## config.mk

```make
export PLATFORM = sky130hd
export DESIGN_NAME = smc_lite
export DESIGN_NICKNAME = d
export VERILOG_FILES = /design/src/verilog/smc_lite_pkg.sv /design/src/verilog/smc_host_if.sv /design/src/verilog/smc_access_ctrl.sv /design/src/verilog/smc_addr_gen.sv /design/src/verilog/smc_data_lane.sv /design/src/verilog/smc_lite.sv
export SDC_FILE = /design/constraint.sdc
export NUM_CORES = 1
export LEC_CHECK = 0
export CORE_UTILIZATION = 40
export DETAILED_ROUTE_END_ITERATION = 7
export DONT_BUFFER_PORTS = 1
export SYNTH_ARGS = -nofsm -noshare
export SYNTH_HDL_FRONTEND = slang
export SYNTH_SLANG_ARGS = --single-unit
```

## constraint.sdc

```tcl
create_clock -name sys_clk12 -period 14.5 [get_ports sys_clk12]
set_input_delay 2.175 -clock sys_clk12 [delete_from_list [all_inputs] [get_ports sys_clk12]]
set_output_delay 2.175 -clock sys_clk12 [all_outputs]
set_load 0.05 [all_outputs]
```

## src/verilog/smc_lite_pkg.sv

```systemverilog
/*
 * Static memory controller shared definitions
 * Widths, size codes, access state enum, request and EMI structs
 * Also holds the per-access low address bit rule used by two blocks
 */

package smc_lite_pkg;

   typedef logic [31:0] addr_t;   // Host address
   typedef logic [31:0] data_t;   // Data word
   typedef logic [3:0]  be_t;     // Active low byte enables
   typedef logic [1:0]  size_t;   // Transfer or bus size code
   typedef logic [1:0]  acc_cnt_t; // Remaining accesses

   // Size codes --------------------
   localparam size_t XSIZ_8  = 2'd0;
   localparam size_t XSIZ_16 = 2'd1;
   localparam size_t XSIZ_32 = 2'd2;
   localparam size_t BSIZ_8  = 2'd0;
   localparam size_t BSIZ_16 = 2'd1;
   localparam size_t BSIZ_32 = 2'd2;

   typedef enum logic [1:0] {
      SMC_IDLE,
      SMC_RW,
      SMC_DONE
   } smc_state_e;

   typedef struct packed {
      addr_t addr;
      size_t xfer_size;
      logic  write;
      data_t wdata;
   } smc_req_t;

   typedef struct packed {
      logic  n_cs;
      be_t   n_be;
      logic  n_we;
      logic  n_oe;
      data_t wdata;
   } smc_emi_t;

   // Low address bits of the current access
   // Little-endian, highest part of the transfer goes out first
   function automatic logic [1:0] acc_low(size_t xfer, size_t bus, logic [1:0] a_lo,
                                          logic first, acc_cnt_t cnt);
      logic [1:0] step;
      step = cnt - 2'd1;   // Index of this access from the bottom
      acc_low = a_lo;
      case ({xfer, bus})
         {XSIZ_32, BSIZ_32}: acc_low = 2'b00;
         {XSIZ_32, BSIZ_16}: acc_low = first ? 2'b10 : {step[0], 1'b0};
         {XSIZ_32, BSIZ_8}:  acc_low = first ? 2'b11 : step;
         {XSIZ_16, BSIZ_8}:  acc_low = first ? {a_lo[1], 1'b1} : {a_lo[1], step[0]};
         {XSIZ_16, BSIZ_16}: acc_low = {a_lo[1], 1'b0};
         {XSIZ_16, BSIZ_32}: acc_low = {a_lo[1], 1'b0};
         default:            acc_low = a_lo;   // Bytes go out as addressed
      endcase
   endfunction

endpackage

```

## src/verilog/smc_host_if.sv

```systemverilog
/*
 * Host side of the memory controller
 * Four-phase req/ack slave, captures the request and starts the access
 * Returns the assembled read word with ack, held until req falls
 */

`timescale 1ns/1ps

module smc_host_if (
   input  logic                   sys_clk12,
   input  logic                   n_sys_reset12,
   input  logic                   req,          // Host request
   output logic                   ack,          // Transfer complete
   input  smc_lite_pkg::smc_req_t req_in,       // Held stable with req
   output smc_lite_pkg::data_t    rdata,        // Valid while ack high
   output smc_lite_pkg::smc_req_t cur_req,      // Captured request
   output logic                   valid_access, // Start of new transfer
   input  logic                   smc_done,     // Last access cycle
   input  smc_lite_pkg::data_t    rd_word       // Assembled read data
);

   // Handshake states
   localparam logic [1:0] HS_IDLE  = 2'd0;
   localparam logic [1:0] HS_BUSY  = 2'd1;
   localparam logic [1:0] HS_ACKED = 2'd2;

   logic [1:0] hs_state;
   logic       start;

   assign start = (hs_state == HS_IDLE) && req;   // New request seen

   // Handshake control --------------------
   always_ff @(posedge sys_clk12 or negedge n_sys_reset12)
   begin
      if (!n_sys_reset12)
      begin
         hs_state     <= HS_IDLE;
         ack          <= 1'b0;
         valid_access <= 1'b0;
      end
      else
      begin
         valid_access <= start;   // One cycle pulse
         case (hs_state)
            HS_IDLE:
               if (req)
                  hs_state <= HS_BUSY;
            HS_BUSY:
               if (smc_done)
               begin
                  ack      <= 1'b1;
                  hs_state <= HS_ACKED;
               end
            HS_ACKED:
               if (!req)
               begin
                  ack      <= 1'b0;   // Falls one clock after req
                  hs_state <= HS_IDLE;
               end
            default:
               hs_state <= HS_IDLE;
         endcase
      end
   end

   // Request and response payload --------------------
   always_ff @(posedge sys_clk12)
   begin
      if (start)
         cur_req <= req_in;
      if ((hs_state == HS_BUSY) && smc_done)
         rdata <= rd_word;   // All lanes in by now
   end

endmodule

```

## src/verilog/smc_access_ctrl.sv

```systemverilog
/*
 * Access sequencer
 * Splits a transfer into 1, 2 or 4 bus accesses
 * Drives the next access state, the remaining access count and done
 */

`timescale 1ns/1ps

module smc_access_ctrl (
   input  logic                     sys_clk12,
   input  logic                     n_sys_reset12,
   input  logic                     valid_access,  // Start of transfer
   input  smc_lite_pkg::size_t      xfer_size,     // Host transfer size
   input  smc_lite_pkg::size_t      bus_size,      // External bus width
   output smc_lite_pkg::smc_state_e smc_nextstate, // Next access state
   output smc_lite_pkg::acc_cnt_t   r_num_access,  // Accesses still to go
   output logic                     smc_done       // Last EMI access cycle
);

   smc_lite_pkg::smc_state_e r_state;
   smc_lite_pkg::acc_cnt_t   num_load;   // N-1 for this transfer

   // Access count from the size pair --------------------
   always_comb
   begin
      num_load = 2'd0;   // One access, also for invalid codes
      case ({xfer_size, bus_size})
         {smc_lite_pkg::XSIZ_16, smc_lite_pkg::BSIZ_8}:  num_load = 2'd1;
         {smc_lite_pkg::XSIZ_32, smc_lite_pkg::BSIZ_16}: num_load = 2'd1;
         {smc_lite_pkg::XSIZ_32, smc_lite_pkg::BSIZ_8}:  num_load = 2'd3;
         default:                                        num_load = 2'd0;
      endcase
   end

   // Next state --------------------
   always_comb
   begin
      smc_nextstate = r_state;
      case (r_state)
         smc_lite_pkg::SMC_IDLE:
            if (valid_access)
               smc_nextstate = smc_lite_pkg::SMC_RW;
         smc_lite_pkg::SMC_RW:
            if (r_num_access != 2'd0)
               smc_nextstate = smc_lite_pkg::SMC_RW;   // More to go
            else
               smc_nextstate = smc_lite_pkg::SMC_DONE;
         smc_lite_pkg::SMC_DONE:
            if (valid_access)
               smc_nextstate = smc_lite_pkg::SMC_RW;
            else
               smc_nextstate = smc_lite_pkg::SMC_IDLE;
         default:
            smc_nextstate = smc_lite_pkg::SMC_IDLE;
      endcase
   end

   // Last strobe cycle on the EMI is the cycle that enters DONE
   assign smc_done = (smc_nextstate == smc_lite_pkg::SMC_DONE);

   // State and down-counter --------------------
   always_ff @(posedge sys_clk12 or negedge n_sys_reset12)
   begin
      if (!n_sys_reset12)
      begin
         r_state      <= smc_lite_pkg::SMC_IDLE;
         r_num_access <= 2'd0;
      end
      else
      begin
         r_state <= smc_nextstate;
         if (valid_access)
            r_num_access <= num_load;   // Load on start
         else if ((r_state == smc_lite_pkg::SMC_RW) && (r_num_access != 2'd0))
            r_num_access <= r_num_access - 2'd1;
      end
   end

endmodule

```

## src/verilog/smc_addr_gen.sv

```systemverilog
/*
 * External address and strobe generator
 * Registers the EMI address, chip select and byte enables per access
 * Low address bits step down through the parts of a split transfer
 */

`timescale 1ns/1ps

module smc_addr_gen #(
   parameter int ADDR_WIDTH = 24   // External address port width
) (
   input  logic                     sys_clk12,
   input  logic                     n_sys_reset12,
   input  logic                     valid_access,  // Start of transfer
   input  smc_lite_pkg::smc_req_t   cur_req,       // Captured request
   input  smc_lite_pkg::size_t      bus_size,      // External bus width
   input  smc_lite_pkg::smc_state_e smc_nextstate, // Next access state
   input  smc_lite_pkg::acc_cnt_t   r_num_access,  // Accesses still to go
   output logic [ADDR_WIDTH-1:0]    emi_addr,      // EMI address
   output logic                     n_cs,          // EMI chip select
   output smc_lite_pkg::be_t        n_be           // EMI byte enables
);

   logic [1:0]        r_addr;   // Stored low host address bits
   logic [1:0]        v_addr;   // Validated low address bits
   logic [1:0]        acc_lo;   // Low bits of this access
   logic              acc_rw;   // Access strobes next cycle
   smc_lite_pkg::be_t be_dec;   // Decoded enables, unregistered

   assign acc_rw = (smc_nextstate == smc_lite_pkg::SMC_RW);

   // Live bits on the start cycle, stored ones afterwards
   assign v_addr = valid_access ? cur_req.addr[1:0] : r_addr;

   assign acc_lo = smc_lite_pkg::acc_low(cur_req.xfer_size, bus_size, v_addr,
                                         valid_access, r_num_access);

   // Low address store --------------------
   always_ff @(posedge sys_clk12 or negedge n_sys_reset12)
   begin
      if (!n_sys_reset12)
         r_addr <= 2'd0;
      else if (valid_access)
         r_addr <= cur_req.addr[1:0];
   end

   // External address --------------------
   always_ff @(posedge sys_clk12)
   begin
      if (acc_rw)
         emi_addr <= {cur_req.addr[ADDR_WIDTH-1:2], acc_lo};   // Upper bits truncated
   end

   // Byte enable decode --------------------
   always_comb
   begin
      be_dec = 4'b1111;   // Invalid decode, nothing enabled
      case ({cur_req.xfer_size, bus_size})
         {smc_lite_pkg::XSIZ_8, smc_lite_pkg::BSIZ_8}:
            be_dec = 4'b1110;   // Any byte on lane 0
         {smc_lite_pkg::XSIZ_8, smc_lite_pkg::BSIZ_16}:
            be_dec = v_addr[0] ? 4'b1101 : 4'b1110;
         {smc_lite_pkg::XSIZ_8, smc_lite_pkg::BSIZ_32}:
            be_dec = ~(4'b0001 << v_addr);   // Own lane
         {smc_lite_pkg::XSIZ_16, smc_lite_pkg::BSIZ_8}:
            be_dec = 4'b1110;
         {smc_lite_pkg::XSIZ_16, smc_lite_pkg::BSIZ_16}:
            be_dec = 4'b1100;
         {smc_lite_pkg::XSIZ_16, smc_lite_pkg::BSIZ_32}:
            be_dec = v_addr[1] ? 4'b0011 : 4'b1100;   // Upper or lower half
         {smc_lite_pkg::XSIZ_32, smc_lite_pkg::BSIZ_8}:
            be_dec = 4'b1110;
         {smc_lite_pkg::XSIZ_32, smc_lite_pkg::BSIZ_16}:
            be_dec = 4'b1100;
         {smc_lite_pkg::XSIZ_32, smc_lite_pkg::BSIZ_32}:
            be_dec = 4'b0000;   // Whole word
         default:
            be_dec = 4'b1111;
      endcase
   end

   // Registered strobes --------------------
   always_ff @(posedge sys_clk12 or negedge n_sys_reset12)
   begin
      if (!n_sys_reset12)
      begin
         n_cs <= 1'b1;
         n_be <= 4'hF;
      end
      else if (acc_rw)
      begin
         n_cs <= 1'b0;
         n_be <= be_dec;
      end
      else
      begin
         n_cs <= 1'b1;   // Idle between accesses
         n_be <= 4'hF;
      end
   end

endmodule

```

## src/verilog/smc_data_lane.sv

```systemverilog
/*
 * EMI data lane handling
 * Steers write bytes onto the low bus lanes and drives n_we / n_oe
 * Gathers returned read lanes into one little-endian word
 */

`timescale 1ns/1ps

module smc_data_lane (
   input  logic                     sys_clk12,
   input  logic                     n_sys_reset12,
   input  smc_lite_pkg::smc_req_t   cur_req,       // Captured request
   input  smc_lite_pkg::size_t      bus_size,      // External bus width
   input  smc_lite_pkg::smc_state_e smc_nextstate, // Next access state
   input  smc_lite_pkg::acc_cnt_t   r_num_access,  // Accesses still to go
   output logic                     n_we,          // EMI write enable
   output logic                     n_oe,          // EMI output enable
   output smc_lite_pkg::data_t      wdata,         // EMI write data
   input  smc_lite_pkg::data_t      emi_rdata,     // EMI read data
   output smc_lite_pkg::data_t      rd_word        // Assembled read word
);

   logic                acc_rw;     // Access strobes next cycle
   logic                r_rw;       // acc_rw one cycle late
   logic                first;      // First access of a transfer
   logic [1:0]          acc_lo;     // Low address bits of this access
   logic [1:0]          lane_mask;  // Address bits above the bus width
   logic [1:0]          acc_pos;    // Byte position of the low bus lane
   logic [1:0]          r_pos;      // Position of the access on the bus now
   smc_lite_pkg::data_t r_word;     // Lanes gathered so far

   assign acc_rw  = (smc_nextstate == smc_lite_pkg::SMC_RW);
   assign first   = acc_rw && !r_rw;
   assign acc_lo  = smc_lite_pkg::acc_low(cur_req.xfer_size, bus_size, cur_req.addr[1:0],
                                          first, r_num_access);

   always_comb
   begin
      case (bus_size)
         smc_lite_pkg::BSIZ_8:  lane_mask = 2'b11;
         smc_lite_pkg::BSIZ_16: lane_mask = 2'b10;
         default:               lane_mask = 2'b00;   // 32 bit needs no shift
      endcase
   end

   assign acc_pos = acc_lo & lane_mask;

   // Strobes --------------------
   always_ff @(posedge sys_clk12 or negedge n_sys_reset12)
   begin
      if (!n_sys_reset12)
      begin
         r_rw <= 1'b0;
         n_we <= 1'b1;
         n_oe <= 1'b1;
      end
      else
      begin
         r_rw <= acc_rw;
         n_we <= !(acc_rw && cur_req.write);
         n_oe <= !(acc_rw && !cur_req.write);
      end
   end

   // Read word with the lane on the bus now merged in --------------------
   always_comb
   begin
      rd_word = r_word;
      if (!n_oe)
      begin
         case (bus_size)
            smc_lite_pkg::BSIZ_8:  rd_word[{r_pos, 3'b000} +: 8]  = emi_rdata[7:0];
            smc_lite_pkg::BSIZ_16: rd_word[{r_pos, 3'b000} +: 16] = emi_rdata[15:0];
            default:               rd_word = emi_rdata;
         endcase
      end
   end

   // Write steering and read assembly --------------------
   always_ff @(posedge sys_clk12)
   begin
      if (acc_rw)
      begin
         wdata <= cur_req.wdata >> {acc_pos, 3'b000};   // Wanted part to lane 0
         r_pos <= acc_pos;
      end
      if (first)
         r_word <= '0;   // New transfer
      else if (!n_oe)
         r_word <= rd_word;   // Keep lanes read so far
   end

endmodule

```

## src/verilog/smc_lite.sv

```systemverilog
/*
 * Static memory controller top level
 * Host req/ack port on one side, external memory bus on the other
 */

`timescale 1ns/1ps

module smc_lite #(
   parameter int ADDR_WIDTH = 24   // External address port width
) (
   input  logic                   sys_clk12,
   input  logic                   n_sys_reset12,
   input  logic                   req,
   output logic                   ack,
   input  smc_lite_pkg::smc_req_t req_in,
   output smc_lite_pkg::data_t    rdata,
   input  smc_lite_pkg::size_t    bus_size,   // Strap
   output logic [ADDR_WIDTH-1:0]  emi_addr,
   output smc_lite_pkg::smc_emi_t emi,
   input  smc_lite_pkg::data_t    emi_rdata
);

   smc_lite_pkg::smc_req_t   cur_req;
   smc_lite_pkg::smc_state_e smc_nextstate;
   smc_lite_pkg::acc_cnt_t   r_num_access;
   smc_lite_pkg::data_t      rd_word;
   smc_lite_pkg::data_t      emi_wdata;
   smc_lite_pkg::be_t        emi_n_be;
   logic                     valid_access;
   logic                     smc_done;
   logic                     emi_n_cs;
   logic                     emi_n_we;
   logic                     emi_n_oe;

   assign emi = '{n_cs: emi_n_cs, n_be: emi_n_be, n_we: emi_n_we, n_oe: emi_n_oe,
                  wdata: emi_wdata};

   smc_host_if u_host_if (
      .sys_clk12(sys_clk12), .n_sys_reset12(n_sys_reset12), .req(req), .ack(ack),
      .req_in(req_in), .rdata(rdata), .cur_req(cur_req), .valid_access(valid_access),
      .smc_done(smc_done), .rd_word(rd_word)
   );

   smc_access_ctrl u_access_ctrl (
      .sys_clk12(sys_clk12), .n_sys_reset12(n_sys_reset12), .valid_access(valid_access),
      .xfer_size(cur_req.xfer_size), .bus_size(bus_size), .smc_nextstate(smc_nextstate),
      .r_num_access(r_num_access), .smc_done(smc_done)
   );

   smc_addr_gen #(.ADDR_WIDTH(ADDR_WIDTH)) u_addr_gen (
      .sys_clk12(sys_clk12), .n_sys_reset12(n_sys_reset12), .valid_access(valid_access),
      .cur_req(cur_req), .bus_size(bus_size), .smc_nextstate(smc_nextstate),
      .r_num_access(r_num_access), .emi_addr(emi_addr), .n_cs(emi_n_cs), .n_be(emi_n_be)
   );

   smc_data_lane u_data_lane (
      .sys_clk12(sys_clk12), .n_sys_reset12(n_sys_reset12), .cur_req(cur_req),
      .bus_size(bus_size), .smc_nextstate(smc_nextstate), .r_num_access(r_num_access),
      .n_we(emi_n_we), .n_oe(emi_n_oe), .wdata(emi_wdata), .emi_rdata(emi_rdata),
      .rd_word(rd_word)
   );

endmodule

```

Word level (Yosys, flattened, before mapping) --
Index checks and enable logic that the tools add are counted.
Operators by class: shift operators 6, mux-type cells 33, equal/unequal tests 18, bitwise logic cells 2, $add $sub $neg 2, reductions and logical operators 23
Operators with widths (number):
- bitwise mux 32 bit | 2
- case mux 32 bit (2 select lines) | 1
- two-way mux 32 bit | 1
- variable shift 16 x 7 -> 32 bit (first input constant) | 1
- variable shift 8 x 7 -> 32 bit (first input constant) | 1
- variable part select 16 x 7 -> 32 bit | 1
- variable part select 8 x 7 -> 32 bit | 1
- right shift 32 x 5 -> 32 bit | 1
- two-way mux 2 bit | 13
- case mux 4 bit (6 select lines) | 1
- case mux 2 bit (5 select lines) | 2
- == test 4 x 3 -> 1 bit (second input constant) | 3
- == test 4 bit (second input constant) | 3
- case mux 2 bit (3 select lines) | 2
- == test 2 x 1 -> 1 bit (second input constant) | 4
- two-way mux 4 bit | 2
- case mux 2 bit (2 select lines) | 2
- negation 5 -> 7 bit | 1
- == test 2 bit (second input constant) | 3
- logical AND 1 bit | 6
- zero test 2 bit | 3
- two-way mux 1 bit | 6
- AND reduction 3 bit | 2
- nonzero test 2 bit | 3
- other kinds (13) | 19
Word-level totals: register bits 199

Longest topological paths before layout --
Gate-level depths: netlist (run 1).
depth after elaboration 9, mapped depth 11, gate-level depth less buffers 8

Hierarchy --
Synthesis (run 1) repeated with hierarchy kept, for this count alone.
Second synthesis, totals: cell total of the unflattened synthesis 731, area total of the unflattened synthesis 9158.8 sq um
Modules (own cells, without submodules):
- smc_data_lane | area each 4615.7 sq um, cells an instance 522, instances 1
- smc_host_if | area each 3141.8 sq um, cells an instance 115, instances 1
- smc_addr_gen | area each 1147.4 sq um, cells an instance 69, instances 1
- smc_access_ctrl | area each 231.5 sq um, cells an instance 22, instances 1
- smc_lite | area each 22.5 sq um, cells an instance 3, instances 1

Worst setup path after synthesis (run 1) --
OpenSTA, ideal clock, no wires.
path kind input-to-reg, start in req, end reg u_host_if.valid_access, data arrival time 6.531 ns, path buffers 0, cell stages on the path 1, library setup time 0.575 ns, path slack 7.394 ns, cells stage by stage nor3b_1
On the way: word-level cells in the longest chain between the ends 1
Ends and longest elaborated chain:
- start, declared | line smc_lite.sv:13 | input logic req,
- logical AND 1 bit | line smc_host_if.sv:30 | assign start = (hs_state == HS_IDLE) && req;
- end signal, assigned | line smc_host_if.sv:43 | valid_access <= start;
- end, declared | line smc_host_if.sv:17 | output logic valid_access,
No other way between the ends. A chain may end at the register's enable or synchronous reset.

Worst setup path after layout (run 1) --
start in bus_size[0], end reg u_data_lane.wdata[31] (data pin)
On the way: word-level cells in the longest chain between the ends 5
Ends and longest elaborated chain:
- start, declared | line smc_lite.sv:17 | input smc_lite_pkg::size_t bus_size,
- == test 4 x 3 -> 1 bit | line smc_lite_pkg.sv:51 | case ({xfer, bus})
- OR reduction 2 bit (no line)
- case mux 2 bit (5 select lines) | line smc_lite_pkg.sv:51
- bitwise AND 2 bit * | line smc_data_lane.sv:46 | assign acc_pos = acc_lo & lane_mask;
- right shift 32 x 5 -> 32 bit * | line smc_data_lane.sv:84 | wdata <= cur_req.wdata >> {acc_pos, 3'b000};
- end signal, assigned | line smc_data_lane.sv:84
- end, declared | line smc_data_lane.sv:18 | output smc_lite_pkg::data_t wdata,
Every way passes the cells marked *; elsewhere a longest branch is shown, timed or not.

==> metrics, run 1 <==
Initial Utilization=41.26%; Port-buffer cells=0; Max Slew Vio Count=0; Mapped Cells=732; Post-synth EDFFs=149; Total Power=2276 uW; Die Height=150.0 um; GRT Total Usage=18.19%; final hold vios=0; mux contribution to synthesized area=4.130%; VDD IR max=0.1015 mV; share of layout cells above drive strength 1=10.00%; CTS buffer count=17; crit start category=input port; LEAKAGE=0.003441 uW; Final ANT Viol Nets=0; Synth Flop Type=edfxtp_1; leading area contributor after synthesis=edfxtp_1; first-pass GRT wire length=30.85 mm; synth warn=0; Placed Area=0.008910 mm2; Sink Count=199; fillers=1920; setup_tns=0 ps; Rel. slew slack=15.99%; max_cap viols=0; Hold Crit Start=u_host_if.cur_req[32]; initial antenna violation count=1; status=complete, no violations; fin cells=995; Yosys cell types=54; RSZ-0062 raised after global routing=no; register area share after synthesis=63.66%; IO Pins=200; setup bufs post-CTS=0; simple-gate share of the synthesized area=12.07%; violation count after the first detailed-routing iteration=347; DP Wirelength=13.68 mm; Setup Skew=10.55 ps; # resized after CTS=0; Yosys top cell area share=51.10%; design area=0.009555 mm2; Final period util=29.13%; hold crit path type=reg -> reg; CTS tree=done; post-synthesis xor/xnor area fraction=0.2001%; post-synthesis compound-gate area fraction=14.99%; ys async rst share=9.045%; GP Congestion=0.8517; Placed Cells=963; H-tree level count=4; final setup fails=0; Worst Setup SP=bus_size[0]; FF-to-FF Start=u_data_lane.r_pos[0]; n_diodes=0; # rows=53; pin count of the biggest net entering global routing=62; Synthesized Nets=843; total grt overflow=0; data required time of the worst path=14680 ps; number of synthesized register bits=199; minimum clock period=4224 ps; post-synthesis adder-cell area fraction=1.000%; average wire per standard cell=20.48 um; Power Density=238.2 mW/mm2; Crit Path Class=in -> reg; DR pass1 iterations=5; CTS root buffer=clkbuf_16; CP arrival=4410 ps; fmax=0.2367 GHz; hold slack=394.2 ps; Clock transition at path regs=80 ps; Syn Area/Cell=11.96 um2; Area Growth Syn to Fin=9.131%; core area=0.02122 mm2; Via Count=5660; hold-fix buffers at CTS=0; deepest clock path buffer count=2; die width=150.0 um; combinational family with the most area after synthesis=compound AO/OA/AOI/OAI gates; Worst Setup End Kind=flip-flop; clock latency on the worst-skew pair=440 ps; die footprint=0.02249 mm2; vias in the first global route=5513; DRT Wirelength=20.38 mm; worst-path maximum fanout=27; mapped cell area=0.008756 mm2; Final #Nets=818; top cells by area, synth=edfxtp_1, dfxtp_1, nand2_1; residual DRC count=0; vias per cell=5.688; worst-margin pin slew=1243 ps
registers in the layout, indices dropped and copies added, names as in the netlist, 2 cells and up:
signal                      count
u_addr_gen.emi_addr            24
u_data_lane.r_word             32
u_host_if.hs_state              2
u_data_lane.r_pos               2
u_addr_gen.n_be                 4
u_data_lane.wdata              32
u_access_ctrl.r_num_access      2
u_access_ctrl.r_state           2
u_host_if.rdata                32
u_host_if.cur_req              59
u_addr_gen.r_addr               2
cell usage in the layout, fill, tap and decap left out, types with 11 or more instances in the layout:
master       n
nor2b_1     13
a21oi_1     51
clkbuf_16   17
nor2_1      11
a211oi_1    22
a21o_1      17
nand3_1     20
and2_1      28
nand2_1    115
dfxtp_1     32
edfxtp_1   149
mux2i_1     26
dfrtp_1     11
o21ai_0     36
inv_1       21
cell type report:
type	instances	area, um2	area share [%]
Clock buffer	17	425.4	4.452
Clock inverter	15	220.2	2.305
Inverter	24	90.09	0.9428
Multi-Input combinational cell	459	2856	29.89
Sequential cell	199	5574	58.33
Tap cell	275	344.1	3.601
Timing Repair Buffer	6	45.04	0.4714
cells in the mapped netlist (8+ instances only):
cell / number
mux2_2: 9
mux2i_1: 26
inv_1: 22
a211oi_1: 22
and2_1: 28
clkbuf_1: 26
edfxtp_1: 149
nand4_1: 8
o211ai_1: 9
dfrtp_1: 11
dfxtp_1: 32
o21ai_0: 36
buf_2: 11
a221oi_1: 9
nand2_1: 115
nor2_1: 11
o22a_1: 8
o2bb2ai_1: 8
nand3_1: 20
a21oi_1: 51
a21o_1: 17
a31o_2: 8
nor2b_1: 13
worst max-delay path: stages:
cell and delay [ps]:
or2_4 270, or3_1 400, a31oi_4 840, nor2_1 410
and2_1 290
final timing paths:
path / cells past startpoint / to / slack (ps)
worst max register to register: 8 / u_data_lane.r_word[20] / 10640
worst max-delay path: 5 / u_data_lane.wdata[31] / 10280
worst min register to register: 1 / u_data_lane.n_we / 390
min in group asynchronous: 0 / u_host_if.ack / 1430
max in group asynchronous: 0 / u_addr_gen.n_cs / 12900
worst min-delay path: 1 / u_data_lane.n_we / 390
where the power goes:
group	leakage [uW]	internal [uW]	switching, uW
clock	0.000310	245	261
sequential	0.00186	854	381
combinational	0.00127	184	350
through the flow:
step | worst slack, ps | utilization (%)
3_3_place_gp | 9860 | 41.99
6_report | 10280 | 45.03
3_5_place_dp | 9767 | 41.99
2_1_floorplan | 7394 | -
5_1_grt | 10150 | 45.03
4_1_cts | 10260 | 45.03
kinds of logic (layout without fill, tap and decap cells):
family,Yosys count,after routing
mux,35,35
compound gates,195,195
simple gates,220,220
fa+ha+maj,7,7
buf+inv,74,62
xor+xnor,2,2
flops,199,199
layer usage:
layer / wire [um] / global-route usage [%] / up-vias
li1: - / - / 2651
met1: 7973 / 21.62 / 2711
met2: 9665 / 29.05 / 268
met3: 2318 / 7.409 / 28
met4: 411 / 7.626 / 2
met5: 13 / 0 / -
Note: power is estimated with default switching activity, not from simulation.
==> run 2: changes to the inputs <==
- clock period: 14.5 -> 4.26 ns (I/O delays scaled with it)
==> metrics, run 2 (synthesis results as in run 1) <==
Port-buffer cells=0; GRT Total Usage=18.50%; Power Density=800.2 mW/mm2; Reg with most FFs=u_host_if.cur_req; LEAKAGE=0.003465 uW; Final ANT Viol Nets=0; final hold vios=0; # rows=53; Max stage delay on crit path=1030 ps; n_diodes=0; data required time of the worst path=4640 ps; share of layout cells above drive strength 1=10.44%; most frequent cells in the layout=edfxtp_1, nand2_1, a21oi_1, o21ai_0, dfxtp_1; final setup fails=0; pin count of the biggest net entering global routing=62; Total Power=7682 uW; CP bufs+invs=2; Worst Setup End Kind=flip-flop; status=complete, no violations; # resized after CTS=0; worst-path maximum fanout=30; vias per cell=5.727; die width=150.0 um; CTS buffer count=17; DR pass1 iterations=5; Clock transition at path regs=80 ps; Rel. slew slack=14.33%; Max Slew Vio Count=0; first-pass GRT wire length=31.17 mm; reg2reg setup slack=760 ps; Critical-path top delay cell=nor4bb_1; Sink Count=199; crit start category=flip-flop; Area Growth Syn to Fin=9.646%; IO Pins=200; violation count after the first detailed-routing iteration=378; die footprint=0.02249 mm2; setup bufs post-CTS=0; number of flip-flops in the largest register=59; Crit Reg-Reg Endpoint=u_data_lane.r_word[22]; Initial Utilization=41.26%; residual DRC count=0; setup_tns=0 ps; total grt overflow=0; DP Wirelength=13.70 mm; fmax=0.2858 GHz; clock latency on the worst-skew pair=440 ps; Final #Nets=826; RSZ-0062 raised after global routing=no; core area=0.02122 mm2; commonest non-fill, non-tap cell in the layout=edfxtp_1; hold crit path type=in -> async; CP top delay family=simple AND/OR/NAND/NOR gates; DRT Wirelength=20.53 mm; deepest clock path buffer count=2; GP Congestion=0.8496; CP arrival=3880 ps; Placed Cells=968; CTS tree=done; max_cap viols=0; CTS root buffer=clkbuf_16; vias in the first global route=5530; minimum clock period=3498 ps; fin cells=1003; VDD IR max=0.4752 mV; hold-fix buffers at CTS=1; Crit Path Class=reg -> reg; initial antenna violation count=1; Die Height=150.0 um; Final period util=82.12%; Register-to-Register Path Depth=8; H-tree level count=4; average wire per standard cell=20.47 um; Setup Skew=13.46 ps; Via Count=5744; FF-to-FF Start=u_data_lane.r_pos[0]; worst-margin pin slew=1268 ps; worst path cell trace=inv_1 -> ha_1 -> buf_4 -> nor4bb_1 -> a221oi_1 -> a211oi_1 -> o22a_1 -> and2_1
## run 2: cell count changes in the layout (fill, tap and decap cells not counted), sizes merged
cell	delta
inv	-2
dlygate4sd3	+3
buf	+5
clkinv	+2
## run 2: how the worst max path moves through the flow
stage                                    start                endpoint  slack, ps  cells past startpoint
after floorplan                            req    u_host_if.cur_req[0]        830                      1
after global placement    u_data_lane.r_pos[0]  u_data_lane.r_word[21]       1060                      8
after detailed placement  u_data_lane.r_pos[0]  u_data_lane.r_word[20]        880                      8
after CTS                 u_data_lane.r_pos[0]  u_data_lane.r_word[20]        850                      8
after global routing      u_data_lane.r_pos[0]  u_data_lane.r_word[20]        440                      8
final                     u_data_lane.r_pos[0]  u_data_lane.r_word[22]        760                      8
## run 2: metal layers
metal,up-vias,GRT usage [%],routed length (um)
met1,2760,21.81,8085
met2,271,29.77,9902
met4,0,6.212,317
li1,2682,-,-
met5,-,0,0
met3,31,8.476,2228
## run 2: power breakdown
part	total [uW]	leakage, uW	switching, uW	internal (uW)
clock	1640	0.000297	831	806
combinational	1880	0.00130	1230	645
sequential	4170	0.00186	1260	2910
total	7680	0.00347	3320	4360
## run 2: final cells by class
cell class | count | area [um2]
timing repair buffer | 14 | 112.6
clock buffer | 17 | 425.4
fill | 1938 | 11620
tap | 275 | 344.1
multi-input combinational | 459 | 2863
sequential | 199 | 5574
inverter | 24 | 90.09
clock inverter | 15 | 191.4
## run 2: per-stage QoR
| stage | hold slack [ps] | utilization, % | setup slack, ps | cell area (um2) |
|---|---|---|---|---|
| floorplan | 343.4 | - | 827.4 | 8761 |
| global placement | 343.8 | 42.19 | 1056 | 8954 |
| detailed placement | 343.7 | 42.19 | 883.0 | 8954 |
| CTS | 9.940 | 45.15 | 852.6 | 9580 |
| global route | 0.4329 | 45.24 | 437.8 | 9600 |
| finish | 37.67 | 45.24 | 761.5 | 9600 |
